==> src/rtl/uart_macros.svh <==
// ------------------------------------------------------------
// Width and reset-value macros for the UART peripheral
// ------------------------------------------------------------

`ifndef UART_MACROS_SVH
`define UART_MACROS_SVH

// Bus data word
`define UART_XLEN 32

// Serial character
`define UART_DATA_SIZE 8

// Clocks-per-bit divider
`define UART_BAUD_DIV_SIZE 16

// Divider after reset, in clocks per bit
`define UART_BAUD_RESET 16

// Receive pin synchronizer depth
`define UART_SYNC_STAGES 2

`endif

==> src/rtl/uart_pkg.sv <==
// ------------------------------------------------------------
// Register index and FSM state types for the UART
// ------------------------------------------------------------

package uart_pkg;

    // Word index of each bus register
    typedef enum logic [3:0] {
        UART_TXDATA_R   = 4'd0,
        UART_RXDATA_R   = 4'd1,
        UART_BAUD_R     = 4'd2,
        UART_STATUS_R   = 4'd3,
        UART_CTRL_R     = 4'd4,
        UART_INT_MASK_R = 4'd5
    } uart_reg_e;

    // Serializer states
    typedef enum logic [1:0] {
        TX_IDLE,
        TX_START,
        TX_DATA,
        TX_STOP
    } tx_state_e;

    // Deserializer states
    typedef enum logic [1:0] {
        RX_IDLE,
        RX_START,
        RX_DATA,
        RX_STOP
    } rx_state_e;

endpackage

==> src/rtl/uart_regs.sv <==
// ------------------------------------------------------------
// UART register file: bus decode, read mux, status flags,
// interrupt and single-cycle acknowledge
// ------------------------------------------------------------

`timescale 1ns/1ns
`include "uart_macros.svh"

module uart_regs import uart_pkg::*; (
    input  logic                            clk,
    input  logic                            rst_n,
    // Bus side
    input  logic                            bus_req_i,
    input  logic                            bus_we_i,
    input  uart_reg_e                       bus_addr_i,
    input  logic [`UART_XLEN-1:0]           bus_wdata_i,
    output logic [`UART_XLEN-1:0]           bus_rdata_o,
    output logic                            bus_ack_o,
    // Transmitter side
    output logic [`UART_DATA_SIZE-1:0]      tx_data_o,
    output logic                            tx_valid_o,
    input  logic                            tx_ready_i,
    output logic                            two_stop_bits_o,
    output logic [`UART_BAUD_DIV_SIZE-1:0]  baud_div_o,
    // Receiver side
    input  logic [`UART_DATA_SIZE-1:0]      rx_data_i,
    input  logic                            rx_valid_i,
    input  logic                            frame_err_i,
    output logic                            irq_o
);

    localparam int STATUS_W = 3;

    logic                           ack_q;
    logic [`UART_XLEN-1:0]          rdata_q;
    logic                           req_accept;
    logic                           wr_accept;
    logic                           rd_accept;

    logic                           txdata_wr;
    logic                           baud_wr;
    logic                           ctrl_wr;
    logic                           mask_wr;
    logic                           rxdata_rd;
    logic                           status_rd;

    logic [`UART_DATA_SIZE-1:0]     tx_data_q;
    logic                           tx_valid_q;
    logic [`UART_BAUD_DIV_SIZE-1:0] baud_q;
    logic                           two_stop_q;
    logic [STATUS_W-1:0]            mask_q;
    logic [`UART_DATA_SIZE-1:0]     rx_byte_q;
    logic                           rx_full_q;
    logic                           frame_err_q;
    logic                           irq_q;
    logic [STATUS_W-1:0]            status;
    logic [`UART_XLEN-1:0]          read_data;

    // ------------------------------------------------------------
    // Request decode
    // ------------------------------------------------------------

    // A held request is ignored while ack is high
    assign req_accept = bus_req_i & ~ack_q;
    assign wr_accept  = req_accept & bus_we_i;
    assign rd_accept  = req_accept & ~bus_we_i;

    always_comb begin
        txdata_wr = 1'b0;
        baud_wr   = 1'b0;
        ctrl_wr   = 1'b0;
        mask_wr   = 1'b0;
        if (wr_accept) begin
            case (bus_addr_i)
                UART_TXDATA_R:   txdata_wr = 1'b1;
                UART_BAUD_R:     baud_wr   = 1'b1;
                UART_CTRL_R:     ctrl_wr   = 1'b1;
                UART_INT_MASK_R: mask_wr   = 1'b1;
                default:         ;
            endcase
        end
    end

    // Reads with side effects
    assign rxdata_rd = rd_accept & (bus_addr_i == UART_RXDATA_R);
    assign status_rd = rd_accept & (bus_addr_i == UART_STATUS_R);

    assign status = {frame_err_q, rx_full_q, tx_ready_i};

    always_comb begin
        case (bus_addr_i)
            UART_TXDATA_R:   read_data = {~tx_ready_i, {(`UART_XLEN-1){1'b0}}};
            UART_RXDATA_R:   read_data = {~rx_full_q,
                                          {(`UART_XLEN-`UART_DATA_SIZE-1){1'b0}},
                                          rx_byte_q};
            UART_BAUD_R:     read_data = {{(`UART_XLEN-`UART_BAUD_DIV_SIZE){1'b0}}, baud_q};
            UART_STATUS_R:   read_data = {{(`UART_XLEN-STATUS_W){1'b0}}, status};
            UART_CTRL_R:     read_data = {{(`UART_XLEN-1){1'b0}}, two_stop_q};
            UART_INT_MASK_R: read_data = {{(`UART_XLEN-STATUS_W){1'b0}}, mask_q};
            default:         read_data = '0;
        endcase
    end

    // ------------------------------------------------------------
    // Bus response
    // ------------------------------------------------------------

    always_ff @(posedge clk) begin
        if (!rst_n) begin
            ack_q <= 1'b0;
        end else begin
            ack_q <= req_accept;
        end
    end

    always_ff @(posedge clk) begin
        if (rd_accept) begin
            rdata_q <= read_data;
        end
    end

    // ------------------------------------------------------------
    // Registers and status flags
    // ------------------------------------------------------------

    // Write while the serializer is busy is dropped
    always_ff @(posedge clk) begin
        if (!rst_n) begin
            tx_valid_q  <= 1'b0;
            baud_q      <= `UART_BAUD_DIV_SIZE'(`UART_BAUD_RESET);
            two_stop_q  <= 1'b0;
            mask_q      <= '0;
            rx_byte_q   <= '0;
            rx_full_q   <= 1'b0;
            frame_err_q <= 1'b0;
            irq_q       <= 1'b0;
        end else begin
            tx_valid_q <= txdata_wr & tx_ready_i;
            if (baud_wr) begin
                baud_q <= bus_wdata_i[`UART_BAUD_DIV_SIZE-1:0];
            end
            if (ctrl_wr) begin
                two_stop_q <= bus_wdata_i[0];
            end
            if (mask_wr) begin
                mask_q <= bus_wdata_i[STATUS_W-1:0];
            end
            if (rx_valid_i) begin
                rx_byte_q <= rx_data_i;
            end
            // Set wins over a clearing read in the same cycle
            if (rx_valid_i) begin
                rx_full_q <= 1'b1;
            end else if (rxdata_rd) begin
                rx_full_q <= 1'b0;
            end
            if (frame_err_i) begin
                frame_err_q <= 1'b1;
            end else if (status_rd) begin
                frame_err_q <= 1'b0;
            end
            irq_q <= |(status & mask_q);
        end
    end

    always_ff @(posedge clk) begin
        if (txdata_wr) begin
            tx_data_q <= bus_wdata_i[`UART_DATA_SIZE-1:0];
        end
    end

    assign bus_ack_o       = ack_q;
    assign bus_rdata_o     = rdata_q;
    assign tx_data_o       = tx_data_q;
    assign tx_valid_o      = tx_valid_q;
    assign two_stop_bits_o = two_stop_q;
    assign baud_div_o      = baud_q;
    assign irq_o           = irq_q;

endmodule

==> src/rtl/uart_tx.sv <==
// ------------------------------------------------------------
// UART serializer, 8 data bits with one or two stop bits
// ------------------------------------------------------------

`timescale 1ns/1ns
`include "uart_macros.svh"

module uart_tx import uart_pkg::*; (
    input  logic                            clk,
    input  logic                            rst_n,
    input  logic [`UART_DATA_SIZE-1:0]      tx_data_i,
    input  logic                            tx_valid_i,
    input  logic                            two_stop_bits_i,
    input  logic [`UART_BAUD_DIV_SIZE-1:0]  baud_div_i,
    output logic                            tx_ready_o,
    output logic                            txd_o
);

    tx_state_e                      state_q;
    logic [`UART_BAUD_DIV_SIZE-1:0] baud_cnt_q;
    logic [`UART_BAUD_DIV_SIZE-1:0] baud_last;
    logic [2:0]                     bit_cnt_q;
    logic [`UART_DATA_SIZE-1:0]     shift_q;
    logic                           two_stop_q;
    logic                           txd_q;
    logic                           bit_done;

    assign baud_last  = baud_div_i - `UART_BAUD_DIV_SIZE'(1);
    assign bit_done   = (baud_cnt_q == baud_last);
    assign tx_ready_o = (state_q == TX_IDLE);

    // ------------------------------------------------------------
    // Frame FSM
    // ------------------------------------------------------------
    always_ff @(posedge clk) begin
        if (!rst_n) begin
            state_q    <= TX_IDLE;
            baud_cnt_q <= '0;
            bit_cnt_q  <= '0;
            txd_q      <= 1'b1;
        end else begin
            if (state_q == TX_IDLE || bit_done) begin
                baud_cnt_q <= '0;
            end else begin
                baud_cnt_q <= baud_cnt_q + 1'b1;
            end
            case (state_q)
                TX_IDLE: begin
                    if (tx_valid_i) begin
                        state_q <= TX_START;
                        txd_q   <= 1'b0;
                    end
                end
                TX_START: begin
                    if (bit_done) begin
                        state_q   <= TX_DATA;
                        bit_cnt_q <= '0;
                        txd_q     <= shift_q[0];
                    end
                end
                TX_DATA: begin
                    if (bit_done) begin
                        if (bit_cnt_q == 3'd7) begin
                            state_q   <= TX_STOP;
                            bit_cnt_q <= '0;
                            txd_q     <= 1'b1;
                        end else begin
                            bit_cnt_q <= bit_cnt_q + 1'b1;
                            txd_q     <= shift_q[0];
                        end
                    end
                end
                default: begin
                    // Second stop bit reuses the bit counter
                    if (bit_done) begin
                        if (two_stop_q && bit_cnt_q == 3'd0) begin
                            bit_cnt_q <= 3'd1;
                        end else begin
                            state_q <= TX_IDLE;
                        end
                    end
                end
            endcase
        end
    end

    // Byte and stop setting held for the whole frame
    always_ff @(posedge clk) begin
        if (tx_ready_o && tx_valid_i) begin
            shift_q    <= tx_data_i;
            two_stop_q <= two_stop_bits_i;
        end else if (bit_done && (state_q == TX_START || state_q == TX_DATA)) begin
            shift_q <= shift_q >> 1;
        end
    end

    assign txd_o = txd_q;

endmodule

==> src/rtl/uart_rx.sv <==
// ------------------------------------------------------------
// UART deserializer with pin synchronizer, mid-bit sampling
// and stop-bit framing check
// ------------------------------------------------------------

`timescale 1ns/1ns
`include "uart_macros.svh"

module uart_rx import uart_pkg::*; (
    input  logic                            clk,
    input  logic                            rst_n,
    input  logic                            rxd_i,
    input  logic [`UART_BAUD_DIV_SIZE-1:0]  baud_div_i,
    output logic [`UART_DATA_SIZE-1:0]      rx_data_o,
    output logic                            rx_valid_o,
    output logic                            frame_err_o
);

    logic [`UART_SYNC_STAGES-1:0]   sync_q;
    logic                           rxd_s;
    logic                           rxd_prev_q;
    logic                           fall;

    rx_state_e                      state_q;
    logic [`UART_BAUD_DIV_SIZE-1:0] baud_cnt_q;
    logic [`UART_BAUD_DIV_SIZE-1:0] baud_last;
    logic [`UART_BAUD_DIV_SIZE-1:0] half_last;
    logic                           full_done;
    logic                           half_done;
    logic [2:0]                     bit_cnt_q;
    logic [`UART_DATA_SIZE-1:0]     shift_q;
    logic                           rx_valid_q;
    logic                           frame_err_q;

    // ------------------------------------------------------------
    // Pin synchronizer and edge detect
    // ------------------------------------------------------------
    always_ff @(posedge clk) begin
        if (!rst_n) begin
            sync_q     <= '1;
            rxd_prev_q <= 1'b1;
        end else begin
            sync_q     <= {sync_q[`UART_SYNC_STAGES-2:0], rxd_i};
            rxd_prev_q <= rxd_s;
        end
    end

    assign rxd_s = sync_q[`UART_SYNC_STAGES-1];
    assign fall  = rxd_prev_q & ~rxd_s;

    assign baud_last = baud_div_i - `UART_BAUD_DIV_SIZE'(1);
    assign half_last = (baud_div_i >> 1) - `UART_BAUD_DIV_SIZE'(1);
    assign full_done = (baud_cnt_q == baud_last);
    assign half_done = (baud_cnt_q == half_last);

    // ------------------------------------------------------------
    // Receive FSM
    // ------------------------------------------------------------
    always_ff @(posedge clk) begin
        if (!rst_n) begin
            state_q     <= RX_IDLE;
            baud_cnt_q  <= '0;
            bit_cnt_q   <= '0;
            rx_valid_q  <= 1'b0;
            frame_err_q <= 1'b0;
        end else begin
            rx_valid_q  <= 1'b0;
            frame_err_q <= 1'b0;
            baud_cnt_q  <= baud_cnt_q + 1'b1;
            case (state_q)
                RX_IDLE: begin
                    baud_cnt_q <= '0;
                    if (fall) begin
                        state_q <= RX_START;
                    end
                end
                RX_START: begin
                    // Start must still be low at its midpoint
                    if (half_done) begin
                        baud_cnt_q <= '0;
                        bit_cnt_q  <= '0;
                        state_q    <= rxd_s ? RX_IDLE : RX_DATA;
                    end
                end
                RX_DATA: begin
                    if (full_done) begin
                        baud_cnt_q <= '0;
                        bit_cnt_q  <= bit_cnt_q + 1'b1;
                        if (bit_cnt_q == 3'd7) begin
                            state_q <= RX_STOP;
                        end
                    end
                end
                default: begin
                    if (full_done) begin
                        rx_valid_q  <= rxd_s;
                        frame_err_q <= ~rxd_s;
                        state_q     <= RX_IDLE;
                    end
                end
            endcase
        end
    end

    // LSB arrives first
    always_ff @(posedge clk) begin
        if (state_q == RX_DATA && full_done) begin
            shift_q <= {rxd_s, shift_q[`UART_DATA_SIZE-1:1]};
        end
    end

    assign rx_data_o   = shift_q;
    assign rx_valid_o  = rx_valid_q;
    assign frame_err_o = frame_err_q;

endmodule

==> src/rtl/uart_top.sv <==
// ------------------------------------------------------------
// UART peripheral top: register file, serializer, deserializer
// ------------------------------------------------------------

`timescale 1ns/1ns
`include "uart_macros.svh"

module uart_top import uart_pkg::*; (
    input  logic                    clk,
    input  logic                    rst_n,
    // Processor data bus
    input  logic                    bus_req_i,
    input  logic                    bus_we_i,
    input  uart_reg_e               bus_addr_i,
    input  logic [`UART_XLEN-1:0]   bus_wdata_i,
    output logic [`UART_XLEN-1:0]   bus_rdata_o,
    output logic                    bus_ack_o,
    output logic                    uart_irq_o,
    // Serial pins
    input  logic                    uart_rxd_i,
    output logic                    uart_txd_o
);

    logic [`UART_DATA_SIZE-1:0]     tx_data;
    logic                           tx_valid;
    logic                           tx_ready;
    logic                           two_stop_bits;
    logic [`UART_BAUD_DIV_SIZE-1:0] baud_div;
    logic [`UART_DATA_SIZE-1:0]     rx_data;
    logic                           rx_valid;
    logic                           frame_err;

    uart_regs i_regs (
        .clk             (clk),
        .rst_n           (rst_n),
        .bus_req_i       (bus_req_i),
        .bus_we_i        (bus_we_i),
        .bus_addr_i      (bus_addr_i),
        .bus_wdata_i     (bus_wdata_i),
        .bus_rdata_o     (bus_rdata_o),
        .bus_ack_o       (bus_ack_o),
        .tx_data_o       (tx_data),
        .tx_valid_o      (tx_valid),
        .tx_ready_i      (tx_ready),
        .two_stop_bits_o (two_stop_bits),
        .baud_div_o      (baud_div),
        .rx_data_i       (rx_data),
        .rx_valid_i      (rx_valid),
        .frame_err_i     (frame_err),
        .irq_o           (uart_irq_o)
    );

    uart_tx i_tx (
        .clk             (clk),
        .rst_n           (rst_n),
        .tx_data_i       (tx_data),
        .tx_valid_i      (tx_valid),
        .two_stop_bits_i (two_stop_bits),
        .baud_div_i      (baud_div),
        .tx_ready_o      (tx_ready),
        .txd_o           (uart_txd_o)
    );

    uart_rx i_rx (
        .clk         (clk),
        .rst_n       (rst_n),
        .rxd_i       (uart_rxd_i),
        .baud_div_i  (baud_div),
        .rx_data_o   (rx_data),
        .rx_valid_o  (rx_valid),
        .frame_err_o (frame_err)
    );

endmodule

==> config.mk <==
export PLATFORM = sky130hd
export DESIGN_NAME = uart_top
export DESIGN_NICKNAME = d
export VERILOG_FILES = /design/src/rtl/uart_pkg.sv /design/src/rtl/uart_regs.sv /design/src/rtl/uart_tx.sv /design/src/rtl/uart_rx.sv /design/src/rtl/uart_top.sv
export VERILOG_INCLUDE_DIRS = /design/src /design/src/rtl
export SDC_FILE = /design/constraint.sdc
export NUM_CORES = 1
export LEC_CHECK = 0
export ABC_AREA = 1
export BUFFER_PORTS_ARGS = -buffer_cell sky130_fd_sc_hd__buf_2
export CORE_MARGIN = 2
export CORE_UTILIZATION = 60
export CTS_CLUSTER_SIZE = 12
export DETAILED_ROUTE_END_ITERATION = 8
export PLACE_DENSITY_LB_ADDON = 0.3
export SYNTH_ARGS = -nofsm -noshare
export SYNTH_HDL_FRONTEND = slang
export SYNTH_SLANG_ARGS = --single-unit
==> constraint.sdc <==
create_clock -name clk -period 4.6 [get_ports clk]
set_clock_uncertainty 0.05 [all_clocks]
set_input_delay 0.46 -clock clk [delete_from_list [all_inputs] [get_ports clk]]
set_output_delay 0.46 -clock clk [all_outputs]
set_load 0.01 [all_outputs]
# ---- After elaboration in Yosys (flattened, before gate mapping)
# Index checks and enable logic that the tools add are counted.
dict set report word_totals {
  word_cells 141
  out_inout_bits 35
  register_bits 138
}
dict set report classes {
  n_reduce_logical 26
  bitwise_logic 15
  n_eq_ne 23
  muxes 46
  add_sub_neg 6
}
# op n
set ops {}
lappend ops {{$pmux W32 S6} 1}
lappend ops {{$eq A16 B16 Y1} 3}
lappend ops {{$pmux W16 S3} 1}
lappend ops {{$add A16 B1 Y16 const B} 2}
lappend ops {{$mux W16} 2}
lappend ops {{$mux W2} 12}
lappend ops {{$mux W3} 7}
lappend ops {{$mux W1} 16}
lappend ops {{$mux W8} 2}
lappend ops {{$sub A15 B1 Y16 const B} 1}
lappend ops {{$sub A16 B1 Y16 const B} 1}
lappend ops {{$ne A2 B1 Y1 const B} 7}
lappend ops {{$pmux W2 S3} 2}
lappend ops {{$reduce_bool A2 Y1} 5}
lappend ops {{$pmux W3 S3} 1}
lappend ops {{$reduce_bool A3 Y1} 3}
lappend ops {{$eq A4 B2 Y1 const B} 2}
lappend ops {{$eq A4 B3 Y1 const B} 2}
lappend ops {{$and A1 B1 Y1} 7}
lappend ops {{$not A1 Y1} 7}
lappend ops {{$add A3 B1 Y3 const B} 2}
lappend ops {{$eq A3 B3 Y1 const B} 2}
lappend ops {{$pmux W3 S2} 1}
lappend ops {{$reduce_and A3 Y1} 2}
lappend ops {{other kinds (18)} 25}

# ---- Logic depth before layout (Yosys ltp)
# Gate-level depths: netlist of run 1.
dict set report logic_depth {
  word_depth 6
  mapped_depth 19
  depth_no_buf 19
}

# ---- By module
# A second synthesis of run 1 with hierarchy kept.
dict set report unflattened {
  cells_unflattened 1063
  hier_area_um2 7429.6
}
# mod n_inst cells_each area_each_um2
set modules_own_cells {}
lappend modules_own_cells {uart_rx 1 423 2727.6}
lappend modules_own_cells {uart_regs 1 300 2472.4}
lappend modules_own_cells {uart_tx 1 340 2229.6}

# ---- Worst setup path after synthesis of run 1
# OpenSTA, ideal clock, no wires.
dict set report synth_timing {
  path_type {reg2reg}
  from {register i_regs.baud_q[2], in the netlist i_regs.baud_div_o[2]}
  to {register i_tx.shift_q[0] (enable)}
  n_path_buf 0
  setup_time_ns 0.384
  setup_slack_ns 1.914
  stages_incl_launch_ff 13
  arrival_ns 2.252
  cell_sequence {dfxtp_1 inv_1 ha_1 inv_2 nor2_4 nand3_1 o21ai_1 nand3_1 nand2_1 nand2_1 nor2_1 nand3_1 o21ai_0}
}
dict set report synth_via {
  elab_chain_cells 4
}
# item line
set synth_rtl {}
lappend synth_rtl {{start: declaration} uart_regs.sv:49} ;# logic [`UART_BAUD_DIV_SIZE-1:0] baud_q;
lappend synth_rtl {{start signal: assignment} uart_regs.sv:130} ;# baud_q <= `UART_BAUD_DIV_SIZE'(`UART_BAUD_RESET);
lappend synth_rtl {{start signal: assignment} uart_regs.sv:140} ;# baud_q <= bus_wdata_i[`UART_BAUD_DIV_SIZE-1:0];
lappend synth_rtl {{$sub A16 B1 Y16} uart_tx.sv:28} ;# assign baud_last = baud_div_i - `UART_BAUD_DIV_SIZE'(1);
lappend synth_rtl {{$eq A16 B16 Y1} uart_tx.sv:29} ;# assign bit_done = (baud_cnt_q == baud_last);
lappend synth_rtl {{$logic_and A1 B1 Y1} uart_tx.sv:92} ;# end else if (bit_done && (state_q == TX_START || state_q == TX_DATA)) begin
lappend synth_rtl {{$reduce_bool A2 Y1 (no source line)} -}
lappend synth_rtl {{end signal: assignment} uart_tx.sv:90} ;# shift_q <= tx_data_i;
lappend synth_rtl {{end signal: assignment} uart_tx.sv:93} ;# shift_q <= shift_q >> 1;
lappend synth_rtl {{end: declaration} uart_tx.sv:23} ;# logic [`UART_DATA_SIZE-1:0] shift_q;
# No other way between the ends.
# A chain may end at the register's enable or synchronous reset.

# ---- Worst setup path after layout of run 1
# Same ends and word-level chain as after synthesis.

==> impl_metrics.py, run 1 <==
metrics = {
    "place": {
        "pre_cts_ws_ns": 1.46,
        "dp_cells": 1099,
        "gp_congestion": 0.965,
        "port_buffers": 44,
        "placed_area_um2": 7050,
        "place_hpwl_um": 11900,
    },
    "cts": {
        "cts_tree": "yes",
        "clock-sinks": 123,
        "postCtsSetupBuffers": 0,
        "h-tree-depth": 4,
        "clock_latency_ns": 0.43,
        "root_buffer": "clkbuf_16",
        "numCtsBuffers": 17,
        "cts-resized-gates": 0,
        "clk_pin_slew_ns": 0.06,
        "ctsHoldBuffers": 0,
        "clock_path_buffers": 2,
    },
    "yosys": {
        "synth_warnings": 0,
        "ys_ff_latch": 123,
        "yosysTopAreaCellShare": 0.240,
        "synth_cell_types": 45,
        "synth_area_um2": 6760,
        "synth_ff_type": "dfxtp_1",
        "synthTopCellsByArea": "dfxtp_1, edfxtp_1, nand2_1",
        "synth-edff-count": 42,
        "synth_top_cell_by_area": "dfxtp_1",
        "synth-seq-area-share": 0.426,
        "synthCells": 928,
        "async_flop_share": 0,
        "syn_area_per_cell_um2": 7.29,
    },
    "sta": {
        "slew_headroom": 0.470,
        "slew_violations": 0,
        "max_slew.worst_pin.slew_ns": 0.796,
        "grt_setup_unrepaired": "false",
        "finalSetupViolations": 0,
        "min_period_ns": 3.14,
        "hold_viol": 0,
        "setup_ws_ns": 1.46,
        "period_share": 0.682,
        "fmax_mhz": 319,
        "tns_ns": 0,
    },
    "drt": {
        "routedWlPerCell_um": 14.5,
        "ant_nets": 0,
        "viasPerCell": 5.39,
        "vias": 6092,
        "drtIter0Drc": 471,
        "first_pass_iters": 5,
        "drt_wl_total_um": 16400,
        "route.detailed.drc": 0,
    },
    "min_path": {
        "min_path_type": "in2reg",
        "min_to": "i_rx.sync_q[0]",
        "whs_path_depth": 2,
        "min-delay-start": "uart_rxd_i",
    },
    "critical_path": {
        "path_max_fanout": 5,
        "crit_required_ns": 4.69,
        "reg2reg_to": "i_tx.shift_q[0]",
        "reg2reg_depth": 13,
        "r2r_slack_ns": 1.46,
        "reg2reg_from": "i_regs.baud_div_o[2]",
        "critical_path_class": "reg2reg",
        "crit_arrival_ns": 3.22,
        "critPathLaunchType": "register",
        "critPathCaptureType": "register",
    },
    "floorplan": {
        "die_y_um": 110,
        "row_count": 38,
        "start_util": 0.619,
        "die_area_um2": 12100,
        "ios": 76,
        "core_area_um2": 10900,
        "die_x_um": 110,
    },
    "grt": {
        "grt_pass1_wl_um": 27100,
        "grt_pass1_vias": 5767,
        "grt_overflow": 0,
        "antenna_found_initial": 0,
        "grtUsageTotal": 0.296,
        "grt_max_degree": 44,
    },
    "layout": {
        "fin_nets": 1032,
        "fin_cells": 1131,
        "fillerInstances": 870,
        "multi_input_area_um2": 3350,
        "area_growth_pct": 12.9,
        "drive_gt1_frac": 0.118,
        "n_antenna_cell": 0,
        "fin_area_um2": 7640,
        "regArea_um2": 2880,
    },
    "run": {
        "drv_cap": 0,
    },
    "power": {
        "power_density_nw_per_um2": 365,
        "ir_drop_uv": 334,
        "p_leak_nw": 3.38,
        "finalPower_mw": 2.79,
    },
    "status": {
        "outcome": "finished, final reports clean",
    },
}
[how the worst max path moves through the flow]
stage	startpoint	endpoint	slack [ns]
6_report	i_regs.baud_div_o[2]	i_tx.shift_q[0]	1.46
5_1_grt	i_regs.baud_div_o[1]	i_tx.shift_q[0]	1.17
4_1_cts	i_regs.baud_div_o[2]	i_tx.shift_q[0]	1.45
3_5_place_dp	i_regs.baud_div_o[2]	i_tx.shift_q[2]	1.46
3_3_place_gp	i_regs.baud_div_o[1]	i_tx.shift_q[2]	1.52
2_1_floorplan	i_regs.baud_div_o[2]	i_tx.shift_q[0]	1.91
[per-layer routing]
| layer | global-route usage | wire length [um] |
|---|---|---|
| met1 | 0.362 | 7040 |
| met4 | 0.148 | 472 |
| met5 | 0 | 0 |
| met3 | 0.0670 | 1170 |
| met2 | 0.491 | 7760 |
[state kept, by name (all words and copies together) (netlist names), 2 cells and up]
name / flops
i_regs.bus_rdata_o: 17
i_regs.baud_div_o: 16
i_rx.baud_cnt_q: 16
i_tx.baud_cnt_q: 16
i_regs.rx_byte_q: 8
i_regs.tx_data_o: 8
i_rx.rx_data_o: 8
i_tx.shift_q: 8
i_regs.mask_q: 3
i_rx.bit_cnt_q: 3
i_tx.bit_cnt_q: 3
i_rx.state_q: 2
i_rx.sync_q: 2
i_tx.state_q: 2
[layout by cell type (no fill, tap or decap), types with 6 or more instances in the layout]
master,n
dfxtp_1,81
nand4_1,10
conb_1,15
nand3b_1,6
buf_2,44
nor2_1,136
edfxtp_1,42
nor2_2,10
clkbuf_16,18
nor3_1,11
a21oi_1,31
nand2_1,242
inv_6,7
xnor2_1,8
nor2_4,8
nand3_1,76
o21ai_0,46
nand2_2,8
xor2_1,25
ha_1,13
inv_1,103
[stage by stage]
step	util	hold slack [ns]
final	0.698	0.168
after global routing	0.698	0.166
after global placement	0.645	0.345
after detailed placement	0.645	0.356
after floorplan	-	0.343
after CTS	0.698	0.160
[worst max-delay path, cell delays in order (launching register included)]
cell     delay, ns
dfxtp_1       0.35
inv_1         0.17
ha_1          0.30
inv_2         0.10
nor2_4        0.12
nand3_1       0.13
o21ai_1       0.31
nand3_1       0.12
nand2_1       0.11
nand2_1       0.05
nor2_1        0.08
nand3_1       0.21
o21ai_0       0.49
buf_4         0.24
[kinds of logic after synthesis]
| group | synth area share |
|---|---|
| buffers and inverters | 0.0862 |
| AOI/OAI and AO/OA | 0.0779 |
| and+or+nand+nor | 0.340 |
| adders and majority gates | 0.0240 |
| DFF | 0.426 |
| other | 0.000554 |
| xor gates and xnor gates | 0.0451 |
[Yosys cell counts (all sizes together) (2+ instances only)]
master	count
nand2	253
nor2	154
inv	106
dfxtp	81
nand3	78
o21ai	49
edfxtp	42
a21oi	32
xor2	26
buf	18
ha	13
clkbuf	11
nor3	11
nand4	10
xnor2	8
nand3b	6
nor4	4
clkinv	3
nor3b	3
o211ai	3
or2	3
a211oi	2
o2111ai	2
o21bai	2
[final cells by class]
| class | instances | share of cell area |
|---|---|---|
| clock buffer | 19 | 0.0595 |
| timing repair buffer | 46 | 0.0308 |
| tap | 140 | 0.0229 |
| multi-input combinational | 681 | 0.439 |
| sequential | 123 | 0.377 |
| clock inverter | 13 | 0.0170 |
| inverter | 109 | 0.0536 |
[power by group]
| part | internal, mW | leakage, nW | switching, mW | total, mW |
|---|---|---|---|---|
| registers | 1.14 | 1.04 | 0.0194 | 1.16 |
| clock network | 0.788 | 0.285 | 0.536 | 1.32 |
| logic | 0.0922 | 2.05 | 0.208 | 0.300 |
| total | 2.02 | 3.38 | 0.763 | 2.79 |
(Power assumes the default switching activity.)
==> run 2, diff against run 1 <==
- ABC_AREA: 1 -> 0
- CORE_UTILIZATION: 60 -> 53
- clock period: 4.6 -> 2.8 ns (I/O delays scaled with it)
==> run 2 against run 1 <==
  * The run now ends with negative setup slack left
  * Die area up 12%
  * Critical path depth down 3
  * Area after synthesis down 0.83%
  * Total power up 65%
  * Hold slack worse by 0.14 ns
  * Register-to-register slack worse by 1.6 ns
  * Global-route usage down 3.0 points
  * Synthesized cell count down 22%
  * Final cell count down 11%
  * Sequential power up 63%
  * Combinational power up 16%
  * Wire length up 5.4%
==> impl_metrics.py, run 2 <==
metrics = {
    "critical_path": {
        "crit_path_end": "i_tx.txd_o",
        "reg2reg_depth": 10,
        "setup.worst_path.start": "i_regs.baud_div_o[1]",
        "path_max_fanout": 6,
        "reg2reg_from": "i_regs.baud_div_o[1]",
        "reg2reg_to": "i_tx.txd_o",
        "critical_path_class": "reg2reg",
        "crit_required_ns": 3.06,
        "crit_family": "simple AND/OR/NAND/NOR gates",
        "cp_cell_sequence": "inv_4 -> ha_4 -> or4b_4 -> or3_4 -> a21oi_2 -> o2111ai_2 -> or4_4 -> a211oi_4 -> nor2b_1 -> a311o_1",
        "crit_cells": 10,
        "critPathLaunchType": "register",
        "critPathCaptureType": "register",
        "r2r_slack_ns": -0.17,
        "slowest_delay_ns": 0.52,
        "path_buf_inv": 1,
        "crit_arrival_ns": 3.23,
        "crit_path_top_delay_cell": "or4_4",
    },
    "power": {
        "finalPower_mw": 4.60,
        "power_density_nw_per_um2": 547,
        "ir_drop_uv": 349,
        "p_leak_nw": 3.29,
    },
    "grt": {
        "grt_overflow": 0,
        "grt_max_degree": 23,
        "antenna_found_initial": 0,
        "grtUsageTotal": 0.266,
        "grt_pass1_vias": 5554,
        "grt_pass1_wl_um": 27400,
    },
    "status": {
        "violations": "negative setup slack",
        "outcome": "finished, violations left",
    },
    "layout": {
        "drive_gt1_frac": 0.261,
        "fin_nets": 870,
        "final_common_cell": "nor2_1",
        "area_growth_pct": 25.2,
        "largest_reg_flops": 17,
        "layout_common_cells": "nor2_1, dfxtp_1, buf_4",
        "fin_area_um2": 8400,
    },
    "yosys": {
        "synth_area_um2": 6710,
        "synth-edff-count": 42,
        "syn_area_per_cell_um2": 9.26,
        "synthTopCellsByArea": "dfxtp_1, edfxtp_1, xnor2_1",
        "synth_warnings": 0,
        "synth.most_common_cell": "nor2_1",
        "ys_ff_latch": 123,
        "synth_ff_type": "dfxtp_1",
        "synth_cell_types": 67,
        "synth-seq-area-share": 0.430,
        "async_flop_share": 0,
        "synthCells": 724,
        "synth_top_cell_by_area": "dfxtp_1",
        "synthTopCellsByCount": "nor2_1, dfxtp_1, nand2_1",
        "yosysTopAreaCellShare": 0.242,
    },
    "drt": {
        "first_pass_iters": 5,
        "drt_wl_total_um": 17300,
        "routedWlPerCell_um": 17.3,
        "vias": 5666,
        "route.detailed.drc": 0,
        "drtIter0Drc": 504,
        "ant_nets": 0,
        "viasPerCell": 5.65,
    },
    "cts": {
        "h-tree-depth": 4,
        "clock_latency_ns": 0.42,
        "numCtsBuffers": 17,
        "clk_pin_slew_ns": 0.06,
        "clock-sinks": 123,
        "root_buffer": "clkbuf_16",
        "cts_tree": "yes",
        "clock_path_buffers": 2,
    },
    "floorplan": {
        "die_area_um2": 13600,
        "row_count": 41,
        "die_y_um": 117,
        "start_util": 0.538,
        "ios": 76,
        "core_area_um2": 12500,
        "die_x_um": 117,
    },
    "place": {
        "pre_cts_ws_ns": -0.227,
        "port_buffers": 44,
        "place_hpwl_um": 12600,
        "placed_area_um2": 7540,
        "gp_congestion": 1.01,
    },
    "sta": {
        "slew_headroom": 0.314,
        "period_share": 1.06,
        "hold_viol": 0,
        "max_slew.worst_pin.slew_ns": 1.02,
        "finalSetupViolations": 37,
        "tns_ns": -2.36,
        "min_period_ns": 2.97,
        "fmax_mhz": 337,
        "slew_violations": 0,
        "setup_ws_ns": -0.167,
        "grt_setup_unrepaired": "true",
    },
    "run": {
        "drv_cap": 0,
    },
    "min_path": {
        "min_path_type": "in2reg",
    },
}
[run 2: cell type report]
class / count / area (um2)
fill: 954 / 4070
multi-input combinational: 532 / 3720
sequential: 123 / 2900
timing repair buffer: 122 / 847
clock buffer: 18 / 429
tap: 172 / 215
clock inverter: 14 / 206
inverter: 20 / 80.1
antenna: 1 / 2.50
[run 2: metal layers]
layer / share of wire / GRT usage / vias to the layer above / wire [um]
met3: 0.058 / 0.0664 / 39 / 1010
met5: 0 / 0 / - / 0
met2: 0.48 / 0.443 / 201 / 8380
li1: - / - / 2699 / -
met1: 0.43 / 0.325 / 2727 / 7430
met4: 0.030 / 0.121 / 0 / 512
[run 2: how the worst min path moves through the flow]
stage | startpoint | to | slack, ns | cells past startpoint
CTS | bus_wdata_i[3] | i_regs.tx_data_o[3] | 0.005 | 1
global placement | i_rx.sync_q[0] | i_rx.sync_q[1] | 0.34 | 1
detailed placement | i_rx.sync_q[0] | i_rx.sync_q[1] | 0.35 | 1
floorplan | bus_wdata_i[0] | i_regs.tx_data_o[0] | 0.33 | 0
global route | bus_wdata_i[3] | i_regs.tx_data_o[3] | 0.005 | 1
finish | bus_wdata_i[3] | i_regs.tx_data_o[3] | 0.02 | 1
[run 2: where the power goes]
group	leakage (nW)	total (mW)	switching [mW]	internal (mW)
sequential	1.04	1.89	0.0203	1.87
combinational	1.94	0.347	0.211	0.136
clock	0.307	2.36	0.852	1.51
[run 2: worst reg2reg max path, stage by stage, from the launching register on]
cell	delay, ns
dfxtp_2	0.33
inv_4	0.06
ha_4	0.15
or4b_4	0.47
or3_4	0.40
a21oi_2	0.14
o2111ai_2	0.11
or4_4	0.52
a211oi_4	0.29
nor2b_1	0.07
a311o_1	0.27
[run 2: cell families after synthesis]
logic type / share of synthesized area
simple gates: 0.215
fa+ha+maj: 0.0242
flops: 0.430
other cells: 0.000559
mux: 0.0483
buf+inv: 0.0580
compound gates: 0.101
xor+xnor: 0.123
[run 2: timing repair]
item                       in CTS  in global routing
resized for setup              31                 14
hold buffers                    2                  0
setup endpoints to repair      58                 59
pin swaps                      10                  5
hold endpoints to repair        2                  0
setup buffers                   3                  1
[run 2: through the flow]
step	hold WS, ns	utilization	instances
final	0.0229	0.674	1002
after global routing	0.00487	0.674	1001
after CTS	0.00466	0.669	1001
after detailed placement	0.350	0.605	964
after global placement	0.342	0.605	964
after floorplan	0.329	-	738
